--- src/design/d_cache_macros.svh ---
//======================================================================
// Geometry and address field macros for the data cache.
// Included by the package and by every RTL block that sizes a port.
//======================================================================
`ifndef D_CACHE_MACROS_SVH
`define D_CACHE_MACROS_SVH

//======================================================================
// Widths
//======================================================================
`define D_CACHE_ADDR_W      16  // Core byte address
`define D_CACHE_DATA_W      32  // One word
`define D_CACHE_LINE_W      128 // Full cache line
`define D_CACHE_WORDS       4   // Words per line
`define D_CACHE_SET_W       4   // 16 sets
`define D_CACHE_TAG_W       8
`define D_CACHE_CL_ADRS_W   12  // Tag plus set, far memory line index
`define D_CACHE_REG_ID_W    5   // Destination register id

//======================================================================
// Address field positions
//======================================================================
// Bits [1:0] are the byte offset and never decoded
`define D_CACHE_LSB_WORD_OFFSET 2
`define D_CACHE_MSB_WORD_OFFSET 3
`define D_CACHE_LSB_SET         4
`define D_CACHE_MSB_SET         7
`define D_CACHE_LSB_TAG         8
`define D_CACHE_MSB_TAG         15

`endif
--- src/design/d_cache_pkg.sv ---
//======================================================================
// Shared types for the data cache, far memory and core port.
// Referenced by scoped name from each block.
//======================================================================
`default_nettype none

`include "d_cache_macros.svh"

package d_cache_pkg;

    //==================================================================
    // Core side
    //==================================================================
    typedef enum logic {
        RD_OP = 1'b0,
        WR_OP = 1'b1
    } t_opcode;

    // Load/store request from the core, 55 bits
    typedef struct packed {
        logic                           valid;
        t_opcode                        opcode;
        logic [`D_CACHE_ADDR_W-1:0]     address;  // Byte address
        logic [`D_CACHE_DATA_W-1:0]     data;     // Write data, ignored on reads
        logic [`D_CACHE_REG_ID_W-1:0]   reg_id;
    } t_req;

    // Read response back to the core, 54 bits
    typedef struct packed {
        logic                           valid;
        logic [`D_CACHE_ADDR_W-1:0]     address;  // Echo of request
        logic [`D_CACHE_REG_ID_W-1:0]   reg_id;   // Echo of request
        logic [`D_CACHE_DATA_W-1:0]     data;
    } t_rd_rsp;

    // One line, seen flat by the fill path or word by word
    typedef union packed {
        logic [`D_CACHE_LINE_W-1:0]                         raw;
        logic [`D_CACHE_WORDS-1:0][`D_CACHE_DATA_W-1:0]     word;
    } t_cl;

    //==================================================================
    // Far memory side
    //==================================================================
    typedef struct packed {
        logic                               valid;
        logic                               write;       // 1 word write, 0 line read
        logic [`D_CACHE_CL_ADRS_W-1:0]      cl_address;
        logic [$clog2(`D_CACHE_WORDS)-1:0]  word_offset; // Writes only
        logic [`D_CACHE_DATA_W-1:0]         data;
    } t_mem_req;

    typedef struct packed {
        logic   valid;
        t_cl    line;
    } t_mem_rsp;

endpackage

`default_nettype wire

--- src/design/cache_data_array.sv ---
//======================================================================
// Line storage for the cache: word merges, whole-line fills and
// a combinational word read for the addressed set.
//======================================================================
`timescale 1ns/1ps
`default_nettype none

`include "d_cache_macros.svh"

module cache_data_array (
    input  logic                                clk,
    input  logic [`D_CACHE_SET_W-1:0]           set,
    input  logic [$clog2(`D_CACHE_WORDS)-1:0]   word_offset,
    input  logic                                wr_en,      // Write-through hit
    input  logic [`D_CACHE_DATA_W-1:0]          wr_data,
    input  logic                                fill_en,    // Refill from far memory
    input  var d_cache_pkg::t_cl                fill_line,
    output logic [`D_CACHE_DATA_W-1:0]          rd_word
);

    localparam int NUM_SETS = 2**`D_CACHE_SET_W;

    d_cache_pkg::t_cl lines [NUM_SETS];

    //==================================================================
    // Write side
    //==================================================================
    // Fill and word write never coincide, fill only happens in a miss
    always_ff @(posedge clk) begin
        if (fill_en) begin
            lines[set].raw <= fill_line.raw;               // Flat line copy
        end else if (wr_en) begin
            lines[set].word[word_offset] <= wr_data;       // Single word merge
        end
    end

    //==================================================================
    // Read side
    //==================================================================
    // Word view picks the requested 32 bits
    assign rd_word = lines[set].word[word_offset];

endmodule

`default_nettype wire

--- config.mk ---
export PLATFORM = sky130hd
export DESIGN_NAME = cache_data_array
export DESIGN_NICKNAME = d
export VERILOG_FILES = /design/src/design/d_cache_pkg.sv /design/src/design/cache_data_array.sv
export VERILOG_INCLUDE_DIRS = /design/src /design/src/design
export SDC_FILE = /design/constraint.sdc
export NUM_CORES = 2
export LEC_CHECK = 0
export ABC_CLOCK_PERIOD_IN_PS = 12900
export BUFFER_PORTS_ARGS = -buffer_cell sky130_fd_sc_hd__buf_2
export CORE_ASPECT_RATIO = 1.2
export CORE_UTILIZATION = 30
export CTS_BUF_LIST = sky130_fd_sc_hd__clkbuf_16
export DETAILED_ROUTE_END_ITERATION = 8
export PLACE_DENSITY = 0.47
export SLEW_MARGIN = 20
export SYNTH_ARGS = -nofsm -noshare
export SYNTH_HDL_FRONTEND = slang
export SYNTH_SLANG_ARGS = --single-unit
--- constraint.sdc ---
create_clock -name clk -period 12.9 [get_ports clk]
set_clock_uncertainty 0.1 [all_clocks]
set_input_delay 2.58 -clock clk [delete_from_list [all_inputs] [get_ports clk]]
set_output_delay 2.58 -clock clk [all_outputs]
set_load 0.005 [all_outputs]
==> flow_summary.ini <==
[status]
status = complete, no violations

[grt]
grt_pass1_wl_mm = 345.5
grtUsageTotal_pct = 19.12
grt_overflow_total = 0
grt_pass1_vias = 39010
grt_start_max_net_pins = 120
antenna_found_initial = 48

[drt]
drc = 0
postRouteAntennaNets = 0
viasPerCell = 5.256
wl_per_cell_um = 34.77
drtIter0Drc = 4200
vias = 38560
dr.pass1.iters = 5
routed_wl_mm = 255.1

[sta]
worst_slew_pin_slew_ns = 1.161
fin_crit_ns = 8.833
fin_crit_sh_pct = 68.47
fmax_mhz = 113.2
rsz0062_at_grt = no
relSlewSlack_pct = 22.58
final-hold-violation-count = 0
finalSetupViolations = 0
setup_tns_ns = 0
finalMaxSlewViolations = 0
fin_ws_ns = 4.067

[power_and_ir_drop]
power.share.clock_pct = 41.5
p_sw_w = 0.003188
p_int_w = 0.01123
peakVddDrop_mv = 0.1069
netSwitchingFraction_pct = 22.11
pwr_density_cell_nw_per_um2 = 158.0
p_leak_nw = 28.08
p_seq_share_pct = 52.3
combPwrFrac_pct = 6.2

[floorplan]
die_w_um = 469.6
rows = 205
ios = 201
coreArea_um2 = 260300
die-area_um2 = 264400
die_y_um = 563.1
start_util_pct = 30.23

[finish]
top_register = lines
nets = 3889
area_delta_synth_final_pct = 15.96
largest_reg_flops = 2048
top_regs = lines x2048
fill_cells = 23900
drive_gt1_share_pct = 33.50
post-route-util_pct = 35.06
stdcell_count = 7336

[setup_path]
critPathMaxFanout = 85
critical_path.startpoint_type = primary input
critPathKind = primary input to output port
worst_setup_path_end_kind = output port
crit_arrival_ns = 6.15
required_ns = 10.22

[yosys]
synth-main-ff-cell = edfxtp_1
synth-seq-cells = 2048
netlist.area_leader.share_pct = 78.14
synth_cell_type_count = 23
async_reset_ff_share_pct = 0
syn-cell-area_um2 = 78700
synth.avg_cell_area_um2 = 23.06
synth_edf_count = 2048
yosysWarnings = 0
ys_seq_area_share_pct = 78.14
synth_nets = 3582
syn_inst = 3413
synth_area_leaders = edfxtp_1, mux4_2, a22oi_1
synth_top_area_cell = edfxtp_1

[clocking]
clk_pin_slew_worst_paths_ns = 0.06
postCtsSetupBuffers = 0
cts-root-buf = clkbuf_16
cts_made_buffers = 213
ctsResizeCount = 0
cts_sinks = 2048
cts_max_path_buffers = 4
cts_hold_buf = 0
htreeDepth = 4
tritoncts = yes

[min_path]
hp-class = primary input to flip-flop

[place]
hpwlAfterDp_mm = 142.8
io_buffers = 200
gp_congestion = 0.7748
place_inst = 6920
place_ws_ns = 3.940

[run]
drv_cap = 0
==> worst max-delay path, stage by stage <==
cell and delay [ns]:
buf_8 0.54, buf_12 0.55, mux4_2 0.59, a22oi_1 0.26, a21oi_1 0.25, or4_1 0.82
buf_2 0.23
==> per-stage QoR <==
stage                     total power (W)  cell area (um2)  hold slack [ns]
after floorplan                  0.008155            78700            2.855
after global placement           0.008581            84500            3.014
after detailed placement         0.008595            84510            3.020
after CTS                         0.01456            91150            2.097
after global routing              0.01482            91210            2.157
final                             0.01442            91270            2.141
==> kinds of logic (layout without fill, tap and decap cells) <==
kind of cell | count (synthesis) | after routing | share of synthesized area (%)
flops | 2048 | 2048 | 78.14
mux | 640 | 640 | 16.48
compound gates | 385 | 385 | 3.264
buf+inv | 209 | 671 | 1.269
simple gates | 131 | 131 | 0.8457
other cells | 0 | 46 | 0
==> placed cells by master, fill, tap and decap left out <==
cell type and count:
nand3_1 3, a21oi_2 1, clkinv_1 50, a21oi_1 127, or2_2 2, buf_8 2, edfxtp_1 2048, clkinv_2 31
buf_4 88, clkinvlp_4 2, inv_6 2, nor2b_4 2, nand2_1 13, nor4b_2 1, and2_4 1, nand2b_4 1
nand2_2 1, diode_2 46, nor3_2 4, or4_1 32, nand4b_1 1, inv_1 44, mux4_2 512, nor2b_1 2
clkinv_8 3, inv_16 2, nor2_1 1, nand2b_2 1, mux2_2 128, a22oi_1 256, nor4bb_4 2, bufinv_16 22
buf_12 13, buf_2 198, clkbuf_16 214, a31oi_4 1, nor2_4 64
==> power by group through the flow <==
stage	clock [W]	combinational [W]	sequential, W
final	0.00599	0.000894	0.00754
after global placement	0	0.000911	0.00767
after CTS	0.00611	0.000919	0.00754
after global routing	0.00633	0.000943	0.00754
after detailed placement	0	0.000917	0.00768
after floorplan	0	0.000489	0.00767
==> routing by layer <==
layer	vias up	routed length (um)	GRT usage, %	part of all wire [%]
met5	-	110	0	0.043
met2	1407	126100	31.68	49
met4	16	6058	5.598	2.4
met3	294	17190	3.135	6.7
li1	15410	-	-	-
met1	21430	105600	25.80	41
==> cell type report <==
cell class / count / area [um2] / share of cell area [%]
Antenna cell: 46 / 115.1 / 0.1261
Tap cell: 3415 / 4273 / 4.682
Clock inverter: 156 / 1290 / 1.413
Clock buffer: 214 / 5355 / 5.868
Sequential cell: 2048 / 61500 / 67.38
Timing Repair Buffer: 301 / 1942 / 2.128
Multi-Input combinational cell: 1156 / 16790 / 18.40
==> worst paths after layout <==
| kind | from | endpoint | slack, ns | cells past startpoint |
|---|---|---|---|---|
| setup / recovery | set[0] | rd_word[0] | 4.07 | 7 |
| hold / removal | fill_line[45] | lines[3][45]$_DFFE_PP_ | 2.14 | 2 |
==> cells in the mapped netlist (3+ instances only) <==
library cell	count
edfxtp_1	2048
mux4_2	512
a22oi_1	256
clkbuf_1	129
a21oi_1	128
mux2_2	128
nor2_1	65
buf_2	33
or4_1	32
buf_1	20
buf_6	19
nand2_1	14
buf_4	8
nor2b_1	4
nor3_1	4
nand3_1	3
(Power assumes the default switching activity.)
