File: config.mk
export PLATFORM = sky130hd
export DESIGN_NAME = cache_tag_array
export DESIGN_NICKNAME = d
export VERILOG_FILES = /design/src/design/cache_tag_array.sv
export VERILOG_INCLUDE_DIRS = /design/src /design/src/design
export SDC_FILE = /design/constraint.sdc
export NUM_CORES = 1
export LEC_CHECK = 0
export BUFFER_PORTS_ARGS = -buffer_cell sky130_fd_sc_hd__buf_2
export CORE_MARGIN = 3
export CORE_UTILIZATION = 60
export CTS_CLUSTER_DIAMETER = 200
export CTS_CLUSTER_SIZE = 25
export DETAILED_ROUTE_END_ITERATION = 12
export PLACE_DENSITY = 0.77
export SYNTH_ARGS = -nofsm -noshare
export SYNTH_HDL_FRONTEND = slang
export SYNTH_SLANG_ARGS = --single-unit
File: constraint.sdc
create_clock -name clk -period 2.73 [get_ports clk]
set_clock_uncertainty 0.2 [all_clocks]
set_input_delay 0.273 -clock clk [delete_from_list [all_inputs] [get_ports clk]]
set_output_delay 0.273 -clock clk [all_outputs]
set_load 0.01 [all_outputs]
File: src/design/d_cache_macros.svh
//======================================================================
// Geometry and address field macros for the data cache.
// Included by the package and by every RTL block that sizes a port.
//======================================================================
`ifndef D_CACHE_MACROS_SVH
`define D_CACHE_MACROS_SVH

//======================================================================
// Widths
//======================================================================
`define D_CACHE_ADDR_W      16  // Core byte address
`define D_CACHE_DATA_W      32  // One word
`define D_CACHE_LINE_W      128 // Full cache line
`define D_CACHE_WORDS       4   // Words per line
`define D_CACHE_SET_W       4   // 16 sets
`define D_CACHE_TAG_W       8
`define D_CACHE_CL_ADRS_W   12  // Tag plus set, far memory line index
`define D_CACHE_REG_ID_W    5   // Destination register id

//======================================================================
// Address field positions
//======================================================================
// Bits [1:0] are the byte offset and never decoded
`define D_CACHE_LSB_WORD_OFFSET 2
`define D_CACHE_MSB_WORD_OFFSET 3
`define D_CACHE_LSB_SET         4
`define D_CACHE_MSB_SET         7
`define D_CACHE_LSB_TAG         8
`define D_CACHE_MSB_TAG         15

`endif
File: src/design/cache_tag_array.sv
//======================================================================
// Tag and valid storage per set, with the combinational hit compare.
// Filled by the controller when a missed line comes back.
//======================================================================
`timescale 1ns/1ps
`default_nettype none

`include "d_cache_macros.svh"

module cache_tag_array (
    input  logic                        clk,
    input  logic                        rst_n,
    input  logic [`D_CACHE_SET_W-1:0]   set,      // Index from controller
    input  logic [`D_CACHE_TAG_W-1:0]   tag,      // Tag to compare or store
    input  logic                        fill_en,
    output logic                        hit
);

    localparam int NUM_SETS = 2**`D_CACHE_SET_W;

    logic [`D_CACHE_TAG_W-1:0]  tags [NUM_SETS];
    logic [NUM_SETS-1:0]        valid_q;  // One bit per set

    //==================================================================
    // Valid bits
    //==================================================================
    always_ff @(posedge clk or negedge rst_n) begin
        if (!rst_n) begin
            valid_q <= '0;  // Whole cache empty
        end else if (fill_en) begin
            valid_q[set] <= 1'b1;
        end
    end

    //==================================================================
    // Tag storage
    //==================================================================
    always_ff @(posedge clk) begin
        if (fill_en) begin
            tags[set] <= tag;  // New owner of the set
        end
    end

    // Direct-mapped lookup, one compare
    assign hit = valid_q[set] && (tags[set] == tag);

endmodule

`default_nettype wire

==> implementation parameters, run 1 <==
Parameter                              Value

Die
  Chip width ... just over 100 um
  Number of placement rows ... 35
  Full die area ... approximately 11000 sq um
  Number of top-level pins ... 16
  Starting density of the core ... ~62%
  Core area ... between 9000 and 10000 sq um
  Chip Height ... between 100 and 150 um

Pwr
  Clock power frac ... 47.6%
  Switching share of power ... 19.7%
  Net switching component of the power ... between 1 and 1.5 mW
  Relative contribution of combinational cells to total power ... between 6 and 7%
  Cell internal pwr ... 4.43 mW
  Max rail drop VDD ... between 0.0005 and 0.0006 V
  PwrDens ... a little under 800 nW/um^2
  Total power consumption of the routed design ... roughly 5.5 mW
  Leakage Power ... 2.49 nW
  Register share of total power ... about 46%

STA
  Setup repair after global routing missed its margin ... true
  Final number of hold-violating endpoints ... 0
  Sum of negative setup slack ... -533 ps
  Total count of max-transition violations in the final report ... 0
  Max-slew headroom at the worst pin ... ~54%
  Worst-margin pin slew ... around 690 ps
  Final setup margin ... -533 ps
  Setup violation total in the final timing report ... 1
  Top achievable clock speed ... about 310 MHz
  Post-route clock period utilization ... 120%
  Final hold slack ... 45.9 ps
  Shortest period the worst path allows ... about 3300 ps

Clock tree
  TritonCTS clock tree ... built
  TritonCTS Buffers ... 17
  Sinks on Clock Net ... 144
  Maximum count of clock buffers along a single path ... 2
  H-tree levels ... 4
  Clock insertion delay at the later pin of the skew report ... slightly above 500 ps
  Number of buffers inserted to repair setup after CTS ... 0
  Master cell of the clock root buffer ... clkbuf_8
  Clk pin slew, worst setup/hold paths ... ~60 ps

Route
  Antenna Violating Nets Remaining ... 0
  Via-per-instance ratio ... 6.08
  Pre-Repair DR Iteration Count ... 5
  Mean routed wirelength per cell ... between 20 and 25 um
  Count of vias placed by the detailed router ... 3129
  Residual DRC count ... 0
  Iteration-0 DRC count of the detailed router ... 288
  Final routed wirelength across all metal layers ... about 12000 um

Synthesis
  Post-synth EDFFs ... 128
  Area of the mapped netlist ... 5730 sq um
  Main synth FF type ... edfxtp_1
  Synthesized area per cell ... between 15 and 20 sq um
  Number of synthesis warnings ... 0
  Flip-flop and latch count after synthesis ... ~140
  Gate Count Post-Synth ... roughly 300
  Number of nets produced by synthesis ... a little over 300
  Part of the Yosys area used for sequential elements ... roughly 74%
  Post-synthesis async set-or-reset flop share ... between 10% and 20%
  Distinct cell type count after synthesis ... 33

Flow run
  Number of maximum-capacitance violations ... 0

Placement
  Total placed cells including tap cells ... 476
  Post-Place Setup Slack ... -387 ps
  Placed cell areas ... 6310 sq um
  Final RePlAce weighted congestion ... ~0.76
  Number of I/O port buffers ... 15
  Total half-perimeter wirelength after legalization and detailed placement ... around 7700 um

Layout
  Post-route insts no fill ... between 500 and 600
  Final core occ ... approximately three quarters
  Fraction of layout cells with a size suffix above 1 ... roughly 40%
  Number of nets at the end of the flow ... 389
  Final Cell Area ... just over 7000 sq um
  Final antenna diode count ... 0
  Synthesis-to-layout area growth ... 23.5%

Hold path
  Hold Path Cell Cnt ... 2
  Path category of the worst min-delay check ... in2reg

GRT
  Global Route Usage Sum ... about a quarter
  GR peak layer ... met2
  GR Layer Usage met3 ... about 6.5%
  Number of global-route vias before repair ... about 3300
  Met1 global-route usage ... between 30% and 40%
  First-pass GRT wire length ... roughly 19000 um
  GR met2 Demand/Resource ... 39.9%
  Number of antenna violations at the first check in global routing ... 0
  Pin count of the biggest net entering global routing ... 24
  GR Overflow Total ... 0

Setup path
  Maximum net fanout on the critical path ... 1
  Worst r2r path cells ... 1
  Endpoint arrival time on the critical path ... 2790 ps
  Data required time of the critical path ... approximately 2300 ps
  Setup Crit Path Kind ... reg2out
  Startpoint class of the critical path ... flip-flop
  Critical Path Sink Type ... output pin

Status
  Result of the run ... finished with violations
  Violated checks ... negative setup slack
## cell usage in the layout (no fill, tap or decap), types with 3 or more instances in the layout
| cell | synthesis | routed |
|---|---|---|
| buf_2 | 5 | 15 |
| buf_4 | 2 | 48 |
| bufinv_16 | 0 | 7 |
| clkbuf_16 | 0 | 16 |
| dfrtp_1 | 16 | 16 |
| dlygate4sd3_1 | 0 | 8 |
| edfxtp_1 | 128 | 128 |
| mux2_2 | 10 | 10 |
| mux2i_1 | 17 | 16 |
| mux4_2 | 29 | 29 |
| nand2_1 | 4 | 4 |
| nand2b_1 | 3 | 3 |
| nand3_1 | 5 | 5 |
| nor2_1 | 17 | 17 |
| o22ai_1 | 6 | 6 |
| or2_2 | 17 | 17 |
| xnor2_1 | 6 | 6 |
| xor2_1 | 4 | 4 |
## kinds of logic after synthesis
| logic type | share of synthesized area (%) |
|---|---|
| AOI/OAI and AO/OA | 2.05 |
| DFF | 74.1 |
| xor gates and xnor gates | 1.53 |
| buffers and inverters | 1.22 |
| muxes | 16.3 |
| and+or+nand+nor | 4.80 |
## cell type report
| type | instances | area [sq um] |
|---|---|---|
| Sequential cell | 144 | 4240 |
| Fill cell | 518 | 2160 |
| Multi-Input combinational cell | 135 | 1430 |
| Timing Repair Buffer | 73 | 556 |
| Clock buffer | 17 | 414 |
| Clock inverter | 14 | 260 |
| Tap cell | 129 | 161 |
| Inverter | 3 | 11.3 |
## Yosys cell counts (all sizes together) (2+ instances only)
library cell / n / area share, %
o21ai: 2 / 0.17
inv: 3 / 0.20
nor3: 2 / 0.17
edfxtp: 128 / 67
a221oi: 2 / 0.31
mux2: 10 / 2.0
nand2: 4 / 0.26
a22o: 2 / 0.31
dfrtp: 16 / 7.0
or2: 17 / 1.9
nand2b: 3 / 0.33
mux2i: 17 / 3.0
o22ai: 6 / 0.66
nand3: 5 / 0.44
buf: 9 / 0.96
mux4: 29 / 11
xnor2: 6 / 0.92
nor2: 17 / 1.1
xor2: 4 / 0.61
## routing by layer
metal  vias up  wire, um
li1       1338         -
met1      1619      4900
met2       134      6310
met3        38       633
met4         0       412
met5         -         0
## path summary, 6_finish.rpt
kind / start / endpoint / slack [ps]
min in group asynchronous: rst_n / valid_q[9] / 660
worst min register to register: valid_q[5] / valid_q[5] / 270
worst max register to register: valid_q[4] / valid_q[4] / 1720
worst max-delay path: tags[3][4] / hit / -530
max in group asynchronous: rst_n / valid_q[4] / 1220
worst min-delay path: tag[4] / tags[14][4] / 50
## worst max-delay path, stage by stage (launching register included)
cell       delay (ps)
edfxtp_1          380
mux4_2            470
mux2i_2           200
xor2_1            170
nand3_1           100
or4_4             450
a2111oi_4         320
buf_2             190
## sequential cells by signal, summed over array words and instances, names as in the netlist
| name | count |
|---|---|
| tags | 128 |
| valid_q | 16 |
## repair_timing
| action | 4_1_cts | 5_1_grt |
|---|---|---|
| cloned | 0 | 0 |
| setup endpoints to repair | 1 | 1 |
| hold buffers | 8 | 0 |
| gates resized for setup | 2 | 0 |
| hold endpoints to repair | 112 | 0 |
## power by group through the flow
stage | combinational [mW] | sequential, mW | clock, mW
6_report | 0.378 | 2.51 | 2.62
5_1_grt | 0.406 | 2.52 | 2.74
4_1_cts | 0.379 | 2.51 | 2.65
3_5_place_dp | 0.357 | 2.56 | 0
3_3_place_gp | 0.345 | 2.55 | 0
2_1_floorplan | 0.220 | 2.54 | 0
Note: power is estimated with default switching activity, not from simulation.
==> inputs of run 2 (changes only) <==
--- a/config.mk
+++ b/config.mk
@@ -12,7 +12,10 @@
 export CTS_CLUSTER_DIAMETER = 200
 export CTS_CLUSTER_SIZE = 25
 export DETAILED_ROUTE_END_ITERATION = 12
+export GPL_TIMING_DRIVEN = 0
+export HOLD_SLACK_MARGIN = 0.12
 export PLACE_DENSITY = 0.77
+export SLEW_MARGIN = 10
 export SYNTH_ARGS = -nofsm -noshare
 export SYNTH_HDL_FRONTEND = slang
 export SYNTH_SLANG_ARGS = --single-unit
==> run 2 against run 1 <==
  * The run still ends with negative setup slack left
  * Routed wire length fell by 1.4%
  * Maximum frequency rose by 0.66%
  * Via count fell by 6.1%
  * Global-route usage fell by 0.97 points
  * Total power fell by 6.2%
  * Flip-flop and latch count did not move
  * Final area fell by 5.7%
  * First-iteration DRC count fell by 2.8%
  * Clock power fell by 11%
  * Sequential power barely moved
  * Count of clock-buffer cells in the layout rose by 1
  * Utilization fell by 4.4 points
  * Largest cell class unchanged
==> implementation parameters, run 2 (same netlist as run 1, synthesis figures left out) <==
Parameter                              Value

Placement
  Final RePlAce weighted congestion ... 0.769
  Total half-perimeter wirelength after legalization and detailed placement ... 6900 um
  Number of I/O port buffers ... 13
  Total placed cells including tap cells ... approximately 430

Setup path
  Data required time of the critical path ... 2260 ps
  Startpoint class of the critical path ... flip-flop
  Setup Crit Path Kind ... reg2out
  Maximum net fanout on the critical path ... 1
  Endpoint arrival time on the critical path ... 2770 ps
  Critical Path Sink Type ... output pin

Layout
  Number of nets at the end of the flow ... between 300 and 400
  Synthesis-to-layout area growth ... 16.4%
  Largest registers ... tags (128), valid_q (16)
  Fraction of layout cells with a size suffix above 1 ... about a third
  Largest register by flop count ... tags
  Max reg flops ... approximately 130
  Most common library cell in the layout ignoring fill and taps ... edfxtp_1
  Multi-input gate area in the final layout ... approximately 1400 sq um
  Final antenna diode count ... 0
  Sequential cell area ... between 4000 and 5000 sq um
  Fillers ... ~560
  Post-route insts no fill ... 476
  Commonest non-fill, non-tap cells in the layout ... 128 x edfxtp_1, 29 x mux4_2

GRT
  Pin count of the biggest net entering global routing ... 18
  GR Overflow Total ... 0
  First-pass GRT wire length ... about 18000 um
  Met1 global-route usage ... between 30 and 40%
  Number of global-route vias before repair ... 3148
  GR Layer Usage met3 ... 7.66%
  Number of antenna violations at the first check in global routing ... 0
  GR peak layer ... met2
  GR met2 Demand/Resource ... a little under two fifths
  Global Route Usage Sum ... a little under a quarter

STA
  Final number of hold-violating endpoints ... 0
  Setup repair after global routing missed its margin ... true
  Worst-margin pin slew ... 1260 ps
  Top achievable clock speed ... between 300 and 400 MHz
  Shortest period the worst path allows ... between 3000 and 4000 ps
  Post-route clock period utilization ... 119%
  Setup violation total in the final timing report ... 1
  Sum of negative setup slack ... -512 ps
  Final hold slack ... approximately 260 ps
  Final setup margin ... -512 ps
  Max-slew headroom at the worst pin ... 15.4%
  Total count of max-transition violations in the final report ... 0

Clock tree
  Clock insertion delay at the later pin of the skew report ... ~520 ps
  Maximum count of clock buffers along a single path ... 2
  TritonCTS Buffers ... 17
  Sinks on Clock Net ... approximately 140
  TritonCTS clock tree ... built
  Master cell of the clock root buffer ... clkbuf_8
  Clk pin slew, worst setup/hold paths ... roughly 60 ps
  Number of buffers inserted to repair setup after CTS ... 0
  H-tree levels ... 4

Hold path
  Path category of the worst min-delay check ... reg2reg

Die
  Chip Height ... 104 um
  Starting density of the core ... between 60% and 70%
  Full die area ... between 10000 and 15000 sq um
  Chip width ... 104 um
  Core area ... slightly above 9000 sq um
  Number of top-level pins ... 16
  Number of placement rows ... 35

Route
  Mean routed wirelength per cell ... approximately 25 um
  Final routed wirelength across all metal layers ... approximately 12000 um
  Antenna Violating Nets Remaining ... 0
  Via-per-instance ratio ... 6.17
  Residual DRC count ... 0
  Iteration-0 DRC count of the detailed router ... 280
  Count of vias placed by the detailed router ... 2938
  Pre-Repair DR Iteration Count ... 5

Pwr
  PwrDens ... 775 nW/um^2
  Leakage Power ... about 2.2 nW
  Max rail drop VDD ... between 0.0005 and 0.0006 V
  Total power consumption of the routed design ... around 5.2 mW

Status
  Result of the run ... finished with violations
  Violated checks ... negative setup slack

Flow run
  Number of maximum-capacitance violations ... 0
[run 2: changes by cell type in the layout (fill, tap and decap cells not counted), sizes merged]
cell / change
buf: -44
bufinv: -4
dlygate4sd3: +2
clkinv: +2
clkbuf: +3
inv: +2
[run 2: per-layer routing]
metal | share of wire, % | wire length [um]
met5 | 0 | 0
met4 | 3.1 | 377
met3 | 6.5 | 789
met2 | 51 | 6130
met1 | 40 | 4790
[run 2: metrics by stage]
step           utilization [%]  area [sq um]  worst slack (ps)
2_1_floorplan                -          5730              99.8
3_3_place_gp              64.5          5960              -421
3_5_place_dp              64.5          5960              -461
4_1_cts                   72.2          6670              -529
5_1_grt                   72.2          6670              -599
6_report                  72.2          6670              -512
[run 2: where the power goes]
group          switching, mW  leakage [nW]  internal [mW]
Clock                  0.912         0.288           1.41
Combinational          0.177         0.619          0.161
Sequential            0.0281          1.32           2.48
Total                   1.12          2.23           4.05
[run 2: timing repair]
item	CTS	global route
hold endpoints to repair	144	0
cloned	0	0
setup endpoints to repair	1	1
hold buffers	10	0
resized for setup	1	1
[run 2: area by class of cell]
cell class	instances	share of cell area, %
clock buffers	18	6.26
repair buffers	23	2.48
inverters	3	0.169
plain buffers	10	0.919
well taps	129	2.42
flip-flops and latches	144	63.6
clock inverters	14	2.74
multi-input cells	135	21.4
[run 2: worst max-delay path, cell delays in order, from the launching register on]
cell and delay [ps]:
edfxtp_1 380, mux4_2 480, mux2i_1 170, xor2_1 170, nand3_1 80, or4_4 460
a2111oi_4 320, buf_2 190
[run 2: final timing paths]
| kind | start | endpoint | slack, ps | depth (start not counted) |
|---|---|---|---|---|
| worst max register to register | valid_q[14] | valid_q[14] | 1740 | 1 |
| worst min register to register | valid_q[10] | valid_q[10] | 260 | 1 |
| min in group asynchronous | rst_n | valid_q[7] | 660 | 3 |
| worst min-delay path | valid_q[10] | valid_q[10] | 260 | 1 |
| max in group asynchronous | rst_n | valid_q[14] | 1210 | 3 |
| worst max-delay path | tags[10][4] | hit | -510 | 7 |
