<file path="config.mk">
export PLATFORM = sky130hd
export DESIGN_NAME = cache_ctrl
export DESIGN_NICKNAME = d
export VERILOG_FILES = /design/src/design/d_cache_pkg.sv /design/src/design/cache_ctrl.sv
export VERILOG_INCLUDE_DIRS = /design/src /design/src/design
export SDC_FILE = /design/constraint.sdc
export NUM_CORES = 1
export LEC_CHECK = 0
export BUFFER_PORTS_ARGS = -buffer_cell sky130_fd_sc_hd__buf_2
export CAP_MARGIN = 10
export CORE_AREA = 2 2 182 184
export DETAILED_ROUTE_END_ITERATION = 12
export DIE_AREA = 0 0 184 186
export SETUP_SLACK_MARGIN = 0.15
export SLEW_MARGIN = 30
export SYNTH_ARGS = -nofsm -noshare
export SYNTH_HDL_FRONTEND = slang
export SYNTH_SLANG_ARGS = --single-unit
</file>
<file path="constraint.sdc">
create_clock -name clk -period 12.7 [get_ports clk]
set_input_delay 1.27 -clock clk [delete_from_list [all_inputs] [get_ports clk]]
set_output_delay 1.27 -clock clk [all_outputs]
set_load 0.01 [all_outputs]
</file>
<file path="src/design/d_cache_macros.svh">
//======================================================================
// Geometry and address field macros for the data cache.
// Included by the package and by every RTL block that sizes a port.
//======================================================================
`ifndef D_CACHE_MACROS_SVH
`define D_CACHE_MACROS_SVH

//======================================================================
// Widths
//======================================================================
`define D_CACHE_ADDR_W      16  // Core byte address
`define D_CACHE_DATA_W      32  // One word
`define D_CACHE_LINE_W      128 // Full cache line
`define D_CACHE_WORDS       4   // Words per line
`define D_CACHE_SET_W       4   // 16 sets
`define D_CACHE_TAG_W       8
`define D_CACHE_CL_ADRS_W   12  // Tag plus set, far memory line index
`define D_CACHE_REG_ID_W    5   // Destination register id

//======================================================================
// Address field positions
//======================================================================
// Bits [1:0] are the byte offset and never decoded
`define D_CACHE_LSB_WORD_OFFSET 2
`define D_CACHE_MSB_WORD_OFFSET 3
`define D_CACHE_LSB_SET         4
`define D_CACHE_MSB_SET         7
`define D_CACHE_LSB_TAG         8
`define D_CACHE_MSB_TAG         15

`endif
</file>
<file path="src/design/d_cache_pkg.sv">
//======================================================================
// Shared types for the data cache, far memory and core port.
// Referenced by scoped name from each block.
//======================================================================
`default_nettype none

`include "d_cache_macros.svh"

package d_cache_pkg;

    //==================================================================
    // Core side
    //==================================================================
    typedef enum logic {
        RD_OP = 1'b0,
        WR_OP = 1'b1
    } t_opcode;

    // Load/store request from the core, 55 bits
    typedef struct packed {
        logic                           valid;
        t_opcode                        opcode;
        logic [`D_CACHE_ADDR_W-1:0]     address;  // Byte address
        logic [`D_CACHE_DATA_W-1:0]     data;     // Write data, ignored on reads
        logic [`D_CACHE_REG_ID_W-1:0]   reg_id;
    } t_req;

    // Read response back to the core, 54 bits
    typedef struct packed {
        logic                           valid;
        logic [`D_CACHE_ADDR_W-1:0]     address;  // Echo of request
        logic [`D_CACHE_REG_ID_W-1:0]   reg_id;   // Echo of request
        logic [`D_CACHE_DATA_W-1:0]     data;
    } t_rd_rsp;

    // One line, seen flat by the fill path or word by word
    typedef union packed {
        logic [`D_CACHE_LINE_W-1:0]                         raw;
        logic [`D_CACHE_WORDS-1:0][`D_CACHE_DATA_W-1:0]     word;
    } t_cl;

    //==================================================================
    // Far memory side
    //==================================================================
    typedef struct packed {
        logic                               valid;
        logic                               write;       // 1 word write, 0 line read
        logic [`D_CACHE_CL_ADRS_W-1:0]      cl_address;
        logic [$clog2(`D_CACHE_WORDS)-1:0]  word_offset; // Writes only
        logic [`D_CACHE_DATA_W-1:0]         data;
    } t_mem_req;

    typedef struct packed {
        logic   valid;
        t_cl    line;
    } t_mem_rsp;

endpackage

`default_nettype wire

</file>
<file path="src/design/cache_ctrl.sv">
//======================================================================
// Cache controller: lookup and miss FSM, write-through forwarding to
// far memory and the registered read response to the core.
//======================================================================
`timescale 1ns/1ps
`default_nettype none

`include "d_cache_macros.svh"

module cache_ctrl (
    input  logic                                clk,
    input  logic                                rst_n,
    // Core port
    input  var d_cache_pkg::t_req               core2cache_req,
    output logic                                ready,
    output d_cache_pkg::t_rd_rsp                cache2core_rsp,
    // Tag and data arrays
    input  logic                                hit,
    output logic                                tag_fill,
    output logic                                data_wr,
    output logic                                data_fill,
    output d_cache_pkg::t_cl                    fill_line,
    input  logic [`D_CACHE_DATA_W-1:0]          rd_word,
    output logic [`D_CACHE_SET_W-1:0]           set,
    output logic [`D_CACHE_TAG_W-1:0]           tag,
    output logic [$clog2(`D_CACHE_WORDS)-1:0]   word_offset,
    // Far memory
    output d_cache_pkg::t_mem_req               mem_req,
    input  var d_cache_pkg::t_mem_rsp           mem_rsp
);

    typedef enum logic [1:0] {
        ST_LOOKUP,    // Accepting requests
        ST_MISS_REQ,  // Line read goes out
        ST_MISS_WAIT  // Waiting on far memory line
    } t_state;

    t_state                         state;
    t_state                         next_state;
    logic                           acc_rd;
    logic                           acc_wr;
    logic                           line_back;    // Missed line arriving this cycle
    logic [`D_CACHE_ADDR_W-1:0]     addr_sel;     // Live or captured address
    logic [`D_CACHE_ADDR_W-1:0]     cap_address;
    logic [`D_CACHE_REG_ID_W-1:0]   cap_reg_id;
    logic                           rsp_valid;
    logic [`D_CACHE_ADDR_W-1:0]     rsp_address;
    logic [`D_CACHE_REG_ID_W-1:0]   rsp_reg_id;
    logic [`D_CACHE_DATA_W-1:0]     rsp_data;

    //==================================================================
    // Accept and index steering
    //==================================================================
    assign ready     = (state == ST_LOOKUP);
    assign acc_rd    = core2cache_req.valid && ready && (core2cache_req.opcode == d_cache_pkg::RD_OP);
    assign acc_wr    = core2cache_req.valid && ready && (core2cache_req.opcode == d_cache_pkg::WR_OP);
    assign line_back = (state == ST_MISS_WAIT) && mem_rsp.valid;

    assign addr_sel    = ready ? core2cache_req.address : cap_address;
    assign set         = addr_sel[`D_CACHE_MSB_SET:`D_CACHE_LSB_SET];
    assign tag         = addr_sel[`D_CACHE_MSB_TAG:`D_CACHE_LSB_TAG];
    assign word_offset = addr_sel[`D_CACHE_MSB_WORD_OFFSET:`D_CACHE_LSB_WORD_OFFSET];

    // Write-through, cached copy only touched on a hit
    assign data_wr   = acc_wr && hit;
    assign tag_fill  = line_back;
    assign data_fill = line_back;
    assign fill_line = mem_rsp.line;

    //==================================================================
    // Far memory request
    //==================================================================
    assign mem_req.valid       = acc_wr || (state == ST_MISS_REQ);
    assign mem_req.write       = acc_wr;
    assign mem_req.cl_address  = addr_sel[`D_CACHE_MSB_TAG:`D_CACHE_LSB_SET];
    assign mem_req.word_offset = word_offset;
    assign mem_req.data        = core2cache_req.data;  // Don't care on line reads

    //==================================================================
    // FSM
    //==================================================================
    always_comb begin
        next_state = state;
        case (state)
            ST_LOOKUP:    if (acc_rd && !hit) next_state = ST_MISS_REQ;
            ST_MISS_REQ:  next_state = ST_MISS_WAIT;
            ST_MISS_WAIT: if (mem_rsp.valid) next_state = ST_LOOKUP;
            default:      next_state = ST_LOOKUP;
        endcase
    end

    always_ff @(posedge clk or negedge rst_n) begin
        if (!rst_n) begin
            state <= ST_LOOKUP;
        end else begin
            state <= next_state;
        end
    end

    // Missed request held until its line returns
    always_ff @(posedge clk) begin
        if (acc_rd && !hit) begin
            cap_address <= core2cache_req.address;
            cap_reg_id  <= core2cache_req.reg_id;
        end
    end

    //==================================================================
    // Read response
    //==================================================================
    always_ff @(posedge clk or negedge rst_n) begin
        if (!rst_n) begin
            rsp_valid <= 1'b0;
        end else begin
            rsp_valid <= (acc_rd && hit) || line_back;  // One pulse per read
        end
    end

    always_ff @(posedge clk) begin
        if (acc_rd && hit) begin
            rsp_address <= core2cache_req.address;
            rsp_reg_id  <= core2cache_req.reg_id;
            rsp_data    <= rd_word;                      // From data array
        end else if (line_back) begin
            rsp_address <= cap_address;
            rsp_reg_id  <= cap_reg_id;
            rsp_data    <= mem_rsp.line.word[word_offset]; // Bypass the fill
        end
    end

    assign cache2core_rsp.valid   = rsp_valid;
    assign cache2core_rsp.address = rsp_address;
    assign cache2core_rsp.reg_id  = rsp_reg_id;
    assign cache2core_rsp.data    = rsp_data;

endmodule

`default_nettype wire

</file>
==> metrics.txt, run 1 <==
Yosys warning total=0; fill count=3519; final cell count without fillers=1170; Placer Congestion=0.7375; number of flops mapped to enable cells by yosys=74; Post-DP Area=6763 um^2; layout cells sized above 1=63.99%; Post-DP HPWL=15.99 mm; Max VDD drop=52.87 uV; Die Height=186 um; total CTS buffers=9; Mapped Cells=542; Max Root-Sink Buffers=2; leakage=3.307 nW; PostCTS Resize Cnt=0; vias in the first global route=4488; FFs w/ async S/R, synth=3.896%; die width=184 um; Commonest cells post-synth=179 x buf_4, 74 x edfxtp_1, 67 x nand2_1; Net count, final=975; syn_nets=761; actual slew at the worst max-slew pin=0.8464 ns; I/O pins=467; clock sinks=77; vias per cell=3.950; setup slack, reg-to-reg=9.73 ns; crit start category=input pin; Crit path required time=11.43 ns; routed via count=4622; Worst Skew=0.01151 ns; hold_buf cts=0; die area=34220 um^2; post-synth top area cell=edfxtp_1; Clk pin slew, worst setup/hold paths=0.07 ns; Period minus WS final=3.744 ns; FP Rows=66; Area contributors post-synth=edfxtp_1 39%, buf_4 24%, a211oi_2 8.8%, mux2i_1 5.8%, nand2_1 4.4%; Synth cell types=26; Setup violations, final=0; CTS tree=yes; most common cell in the synthesized netlist=buf_4; Post-CTS Repair Setup Buffers=0; Setup Crit Path Kind=in -> out; Core Box Area=32210 um^2; WL per Instance=17.85 um; GRT overflow=0; root buffer cell=clkbuf_16; Overall Power=0.8034 mW; Starting Density=17.60%; register area share after synthesis=40.54%; global-route wire length before repair=27.88 mm; slew margin rel.=43.57%; top-area cell type share of the netlist area=39.21%; synthesized cell area=5667 um^2; Area Growth Syn to Fin=24.42%; Total Wirelength=20.89 mm; Avg Inst Size Synth=10.46 um^2; Max Slew Vio Count=0; Arrival @ worst endpoint=2.47 ns; CP Capture Type=output port; number of max-cap violations=0; I/O Buffers=402; ys flop type=edfxtp_1; Post-route DRC=0; Detail Route Antenna Nets=0; status=completed; Hold Path Class=reg -> reg; Max Freq=0.2671 GHz; crit share post-route=29.48%; largest net degree at the start of global routing=55; 1st-pass router iterations=4; worst hold slack=0.5238 ns; worst-path fanout max=33; RSZ-0062 raised after global routing=false; setup TNS=0 ns; dpl cells=1153; H-tree levels=3; GRT Total Usage=11.53%; Final Cell Area=7051 um^2; initial antenna violation count=1; Skew-Pair Late Insertion Delay=0.36 ns; Iter 0 DRT Violations=145; PwrDens=114.0 nW/um^2; final hold vios=0; #FFs+latches synth=77
## power breakdown
group          switching, mW  internal, mW  total (mW)
Clock                  0.128         0.137       0.265
Sequential           0.00601         0.302       0.308
Combinational          0.133        0.0970       0.230
Total                  0.267         0.536       0.803
## stage by stage
stage	util, %	worst slack [ns]
after floorplan	-	7.044
after global placement	20.97	8.991
after detailed placement	21.00	8.966
after CTS	21.88	8.968
after global routing	21.89	8.907
final	21.89	8.956
## worst paths after layout
path,start,endpoint,depth (start not counted)
max reg2reg,state[0]$_DFFE_PN0P_,rsp_data[6]$_DFFE_PP_,5
min reg2reg,cap_reg_id[3]$_DFFE_PP_,rsp_reg_id[3]$_DFFE_PP_,2
max,core2cache_req[39],mem_req[32],4
min,cap_reg_id[3]$_DFFE_PP_,rsp_reg_id[3]$_DFFE_PP_,2
min in group asynchronous,rst_n,state[1]$_DFFE_PN0P_,1
max in group asynchronous,rst_n,rsp_valid$_DFF_PN0_,1
## layer usage
metal  share of wire, %  routed length (um)  track usage [%]
met1                 38                7959            12.29
met3                6.7                1403            2.798
met4                3.6                 751            6.048
met2                 52               10780            21.06
met5                  0                   0                0
## cells by family after synthesis
kind of cell,share of synthesized area [%]
AO/OA/AOI/OAI,12.61
buffers and inverters,26.85
AND/OR/NAND/NOR,11.79
multiplexers,8.214
flip-flops,40.54
## cells in the final DEF (no fill, tap or decap), drive strengths merged
cell,instances
buf,409
diode,1
mux2,12
or3b,2
o21ai,3
a22o,1
and2,2
nor2,36
nand2b,1
and3,33
a211oi,64
nor4b,1
nand2,68
clkinv,1
mux2i,33
nor3,2
dfrtp,3
inv,6
clkbuf,9
a21oi,1
edfxtp,74
## critical path: stages
cell     delay, ns
buf_2         0.10
or3b_4        0.60
nand2_4       0.29
buf_2         0.18
## area by class of cell
type / instances / area [um^2] / share of cell area [%]
clock buffers: 9 / 225.2 / 3.194
multi-input cells: 259 / 1891 / 26.81
clock inverters: 7 / 60.06 / 0.8518
flip-flops and latches: 77 / 2297 / 32.58
diodes: 1 / 2.502 / 0.03549
well taps: 408 / 510.5 / 7.240
repair buffers: 409 / 2064 / 29.28
## state kept, by name, summed over array words and instances, names as in the netlist
signal       flops
cap_address     16
state            2
rsp_valid        1
rsp_data        32
cap_reg_id       5
rsp_address     16
rsp_reg_id       5
No activity file was read; power rests on OpenSTA's default activity.
==> inputs of run 2 (changes only) <==
--- a/config.mk
+++ b/config.mk
@@ -8,9 +8,9 @@
 export LEC_CHECK = 0
 export BUFFER_PORTS_ARGS = -buffer_cell sky130_fd_sc_hd__buf_2
 export CAP_MARGIN = 10
-export CORE_AREA = 2 2 182 184
+export CORE_AREA = 2 2 184 186
 export DETAILED_ROUTE_END_ITERATION = 12
-export DIE_AREA = 0 0 184 186
+export DIE_AREA = 0 0 186 188
 export SETUP_SLACK_MARGIN = 0.15
 export SLEW_MARGIN = 30
 export SYNTH_ARGS = -nofsm -noshare
==> constraint.sdc (replaced) <==
create_clock -name clk -period 3.85 [get_ports clk]
set_input_delay 0.385 -clock clk [delete_from_list [all_inputs] [get_ports clk]]
set_output_delay 0.385 -clock clk [all_outputs]
set_load 0.01 [all_outputs]
==> metrics.txt, run 2 (synthesis results as in run 1) <==
total CTS buffers=9 (unchanged); Post-DP HPWL=15.98 mm (about the same); Setup Crit Path Kind=reg -> out; Max VDD drop=186.9 uV (+250%); layout cells sized above 1=63.66% (-0.33 points); worst-path fanout max=33 (unchanged); Iter 0 DRT Violations=150 (+3.4%); final cell count without fillers=1216 (+3.9%); largest net degree at the start of global routing=54 (-1.8%); Worst Skew=0.006371 ns (-0.005141 ns); I/O pins=467 (unchanged); Crit path required time=3.46 ns (-7.97 ns); Max Freq=0.3381 GHz; slew margin rel.=45.18% (+1.6 points); Total Wirelength=21.25 mm (+1.7%); Final Cell Area=7144 um^2 (+1.3%); commonest non-fill, non-tap cells in the layout=402 x buf_2, 74 x edfxtp_1, 66 x nand2_1; vias in the first global route=4632 (+3.2%); Largest regs=rsp_data x32, cap_address x16, rsp_address x16; Setup violations, final=0 (unchanged); GRT Total Usage=11.61% (+0.088 points); Hold Path Class=in -> reg; WL per Instance=17.48 um (-2.1%); Period minus WS final=2.957 ns; Starting Density=17.11% (-0.48 points); 1st-pass router iterations=4 (unchanged); flip-flop count of the largest register after layout=32 (unchanged); Final WS setup=0.8926 ns (-8.063 ns); global-route wire length before repair=28.68 mm (+2.9%); die width=186 um (+1.1%); die area=34970 um^2 (+2.2%); crit start category=flop; Max Root-Sink Buffers=2 (unchanged); CTS tree=yes; RSZ-0062 raised after global routing=false; actual slew at the worst max-slew pin=0.8222 ns (-0.02420 ns); Core Box Area=33110 um^2 (+2.8%); vias per cell=3.853 (-2.5%); Top reg by flops=rsp_data; Area Growth Syn to Fin=26.08%; Skew-Pair Late Insertion Delay=0.36 ns (about the same); root buffer cell=clkbuf_16; Clk pin slew, worst setup/hold paths=0.06 ns (about the same); PwrDens=375.4 nW/um^2 (+230%); worst slack, placed=1.031 ns (-7.935 ns); CP Capture Type=output port; final hold vios=0 (unchanged); status=completed; setup TNS=0 ns (unchanged); Arrival @ worst endpoint=2.57 ns (+0.10 ns); Net count, final=979 (+0.41%); most common cell after layout, fill and taps aside=buf_2; Detail Route Antenna Nets=0 (unchanged); Post-route DRC=0 (unchanged); Max Slew Vio Count=0 (unchanged); FP Rows=67 (+1.5%); crit share post-route=76.82%; Post-DP Area=6834 um^2 (+1.1%); dpl cells=1196 (+3.7%); routed via count=4685 (+1.4%); clock sinks=77 (unchanged); Die Height=188 um (+1.1%); I/O Buffers=402 (unchanged); Placer Congestion=0.7383 (+0.11%); GRT overflow=0 (unchanged); Overall Power=2.682 mW (+230%); H-tree levels=3 (unchanged); initial antenna violation count=4 (+3); leakage=3.322 nW (+0.46%); number of max-cap violations=0 (unchanged)
run 2: cell types whose count changed in the layout (fill, tap and decap cells not counted), sizes merged:
cell         previous run  this run
buf                   409       412
bufinv                  0         1
clkbuf                  9        11
clkinv                  1         2
clkinvlp                0         1
diode                   1         3
dlygate4sd3             0         1
inv                     6         1
run 2: per-layer routing:
layer	vias to the layer above	routed length [um]	track usage, %
li1	2175	-	-
met1	2220	8429	12.71
met2	245	10490	20.12
met3	45	1548	3.340
met4	0	791	6.208
met5	-	0	0
run 2: stage by stage:
| stage | hold slack [ns] | utilization, % |
|---|---|---|
| 5_1_grt | 0.1913 | 21.57 |
| 4_1_cts | 0.1804 | 21.55 |
| 3_5_place_dp | 0.1938 | 20.64 |
| 6_report | 0.2190 | 21.58 |
| 2_1_floorplan | 0.08941 | - |
| 3_3_place_gp | 0.1949 | 20.62 |
run 2: final timing paths:
check                                         from                      end  slack (ns)  depth (start not counted)
setup / recovery              state[0]$_DFFE_PN0P_              mem_req[32]        0.89                          4
min in group asynchronous                    rst_n     state[1]$_DFFE_PN0P_        0.35                          2
max in group asynchronous                    rst_n     state[0]$_DFFE_PN0P_        3.39                          2
setup reg to reg              state[0]$_DFFE_PN0P_   rsp_data[12]$_DFFE_PP_        1.08                          5
hold reg to reg            cap_reg_id[3]$_DFFE_PP_  rsp_reg_id[3]$_DFFE_PP_        0.52                          2
hold / removal                   core2cache_req[3]  cap_reg_id[3]$_DFFE_PP_        0.22                          1
run 2: final cells by class:
class	instances	area [um^2]
multi-input cells	259	1889
fillers	3621	25970
clock buffers	11	232.7
diodes	3	7.507
clock inverters	5	60.06
well taps	448	560.5
flip-flops and latches	77	2297
repair buffers	413	2097
run 2: critical path, stage by stage, from the launching register on:
cell and delay (ns):
dfrtp_1 0.53, or3b_4 0.68, nand2_4 0.52, buf_4 0.30
buf_2 0.16
run 2: report_power, final:
part / internal (mW) / switching, mW
registers: 0.996 / 0.0185
logic: 0.324 / 0.446
clock network: 0.506 / 0.392
total: 1.83 / 0.856
run 2: what timing repair did:
item / CTS / global route
hold buffers: 1 / 0
buffers inserted: 0 / 0
resized for setup: 0 / 0
hold endpoints to repair: 3 / 0
==> inputs of run 3 (changes only) <==
--- a/config.mk
+++ b/config.mk
@@ -8,9 +8,9 @@
 export LEC_CHECK = 0
 export BUFFER_PORTS_ARGS = -buffer_cell sky130_fd_sc_hd__buf_2
 export CAP_MARGIN = 10
-export CORE_AREA = 2 2 184 186
+export CORE_AREA = 2 2 182 184
 export DETAILED_ROUTE_END_ITERATION = 12
-export DIE_AREA = 0 0 186 188
+export DIE_AREA = 0 0 184 186
 export SETUP_SLACK_MARGIN = 0.15
 export SLEW_MARGIN = 30
 export SYNTH_ARGS = -nofsm -noshare
==> constraint.sdc (replaced) <==
create_clock -name clk -period 2.7 [get_ports clk]
set_input_delay 0.27 -clock clk [delete_from_list [all_inputs] [get_ports clk]]
set_output_delay 0.27 -clock clk [all_outputs]
set_load 0.01 [all_outputs]
==> metrics.txt, run 3 (synthesis results as in run 1) <==
CTS tree=yes; Arrival @ worst endpoint=2.16 ns (-0.41 ns); status=completed; Post-DP HPWL=16.90 mm (+5.7%); vias per cell=3.992 (+3.6%); Die Height=186 um (-1.1%); Total Wirelength=21.40 mm (+0.71%); Clk pin slew, worst setup/hold paths=0.07 ns (about the same); setup slack, reg-to-reg=0.35 ns (-0.73 ns); Area Growth Syn to Fin=26.98%; most common cell after layout, fill and taps aside=buf_2; met3 GRT Util=2.172% (-1.2 points); Placer Congestion=0.7489 (+1.4%); Crit path max-delay family=simple AND/OR/NAND/NOR gates; Starting Density=17.60% (+0.48 points); die width=184 um (-1.1%); Iter 0 DRT Violations=201 (+34%); routed via count=4719 (+0.73%); slew margin rel.=60.58% (+15 points); WL per Instance=18.11 um (+3.6%); Max Root-Sink Buffers=2 (unchanged); Setup violations, final=0 (unchanged); H-tree levels=3 (unchanged); Setup Crit Path Kind=reg -> out; met2 usage=19.68% (-0.43 points); RSZ-0062 raised after global routing=false; Crit path required time=2.43 ns (-1.03 ns); number of max-cap violations=0 (unchanged); reg2reg end=rsp_data[17]$_DFFE_PP_; Period minus WS final=2.427 ns; Max VDD drop=249.3 uV (+33%); GRT Total Usage=11.51% (-0.10 points); 1st-pass router iterations=4 (unchanged); Hold Path Class=in -> reg; die area=34220 um^2 (-2.1%); worst hold slack=0.1077 ns (-0.1113 ns); actual slew at the worst max-slew pin=0.5913 ns (-0.2310 ns); met1 Track Usage GR=13.55% (+0.85 points); leakage=3.382 nW (+1.8%); Post-CTS Repair Setup Buffers=0 (unchanged); Net count, final=987 (+0.82%); I/O pins=467 (unchanged); FP Rows=66 (-1.5%); Final WS setup=0.2726 ns (-0.6200 ns); Top Usage Layer GRT=met2; crit-path cells=or3b_4, nand2_4, buf_4, buf_2; Detail Route Antenna Nets=0 (unchanged); Max Slew Vio Count=0 (unchanged); total CTS buffers=9 (unchanged); global-route wire length before repair=27.99 mm (-2.4%); Final Cell Area=7196 um^2 (+0.72%); worst slack, placed=0.1976 ns (-0.8333 ns); crit path buf inv count=2 (unchanged); clock sinks=77 (unchanged); Largest regs=rsp_data x32, cap_address x16, rsp_address x16; Reg2Reg Launch Point=state[0]$_DFFE_PN0P_; crit share post-route=89.90%; worst-path fanout max=18 (-45%); Core Util, Final=22.34% (+0.77 points); vias in the first global route=4370 (-5.7%); Post-DP Area=6868 um^2 (+0.49%); Top reg by flops=rsp_data; initial antenna violation count=1 (-3); GRT overflow=0 (unchanged); commonest non-fill, non-tap cells in the layout=402 x buf_2, 74 x edfxtp_1, 66 x nand2_1; flip-flop count of the largest register after layout=32 (unchanged); Skew-Pair Late Insertion Delay=0.35 ns (about the same); I/O Buffers=402 (unchanged); Slowest cell on crit path=or3b_4; crit start category=flop; Post-route DRC=0 (unchanged); largest net degree at the start of global routing=45 (-17%); slowest stage delay, CP=0.60 ns (-0.08 ns); Hold Path Depth=1 (unchanged); root buffer cell=clkbuf_16; reg2reg path depth=4 (-1); setup TNS=0 ns (unchanged); hold path start=core2cache_req[37]; Core Box Area=32210 um^2 (-2.7%); Max Freq=0.4120 GHz; layout cells sized above 1=64.29% (+0.63 points); Hold Path End=cap_address[0]$_DFFE_PP_; PwrDens=541.9 nW/um^2 (+44%); Worst Skew=0.01204 ns (+0.005667 ns); CP Capture Type=output port; final hold vios=0 (unchanged)
==> run 3: cell types whose count changed in the layout (fill, tap and decap cells not counted), sizes merged <==
cell    change
buf         +8
diode       -2
inv         +2
clkbuf      -1
clkinv      -1
==> run 3: worst max path at each step <==
stage,start,endpoint,depth (start not counted)
6_report,state[0]$_DFFE_PN0P_,word_offset[0],4
5_1_grt,state[0]$_DFFE_PN0P_,word_offset[0],4
4_1_cts,state[0]$_DFFE_PN0P_,rsp_data[0]$_DFFE_PP_,5
3_5_place_dp,state[0]$_DFFE_PN0P_,rsp_data[0]$_DFFE_PP_,5
3_3_place_gp,state[0]$_DFFE_PN0P_,rsp_data[0]$_DFFE_PP_,5
2_1_floorplan,state[1]$_DFFE_PN0P_,rsp_address[0]$_DFFE_PP_,3
==> run 3: repair_timing <==
action / CTS / global route
gates resized for setup: 0 / 1
endpoints found under the setup margin: 0 / 8
hold buffers: 1 / 0
endpoints found under the hold margin: 3 / 0
==> run 3: routing by layer <==
layer,up-vias,wire length [um]
li1,2188,-
met1,2236,8695
met2,250,10420
met3,45,1454
met4,0,838
met5,-,0
==> run 3: metrics by stage <==
| stage | power, mW | instances |
|---|---|---|
| floorplan | 2.296 | 542 |
| global placement | 2.612 | 1164 |
| detailed placement | 2.623 | 1164 |
| CTS | 3.983 | 1181 |
| global route | 4.107 | 1182 |
| finish | 3.899 | 1182 |
==> run 3: final cells by class <==
cell class / count / area [um^2]
Fill cell: 3521 / 25010
Sequential cell: 77 / 2297
Timing Repair Buffer: 421 / 2182
Multi-Input combinational cell: 259 / 1896
Tap cell: 408 / 510.5
Clock buffer: 10 / 239.0
Clock inverter: 6 / 68.82
Antenna cell: 1 / 2.502
==> run 3: power by group <==
| part | internal [mW] | switching [mW] | leakage (nW) |
|---|---|---|---|
| registers | 1.42 | 0.0320 | 0.720 |
| logic | 0.486 | 0.643 | 2.51 |
| clock network | 0.752 | 0.568 | 0.150 |
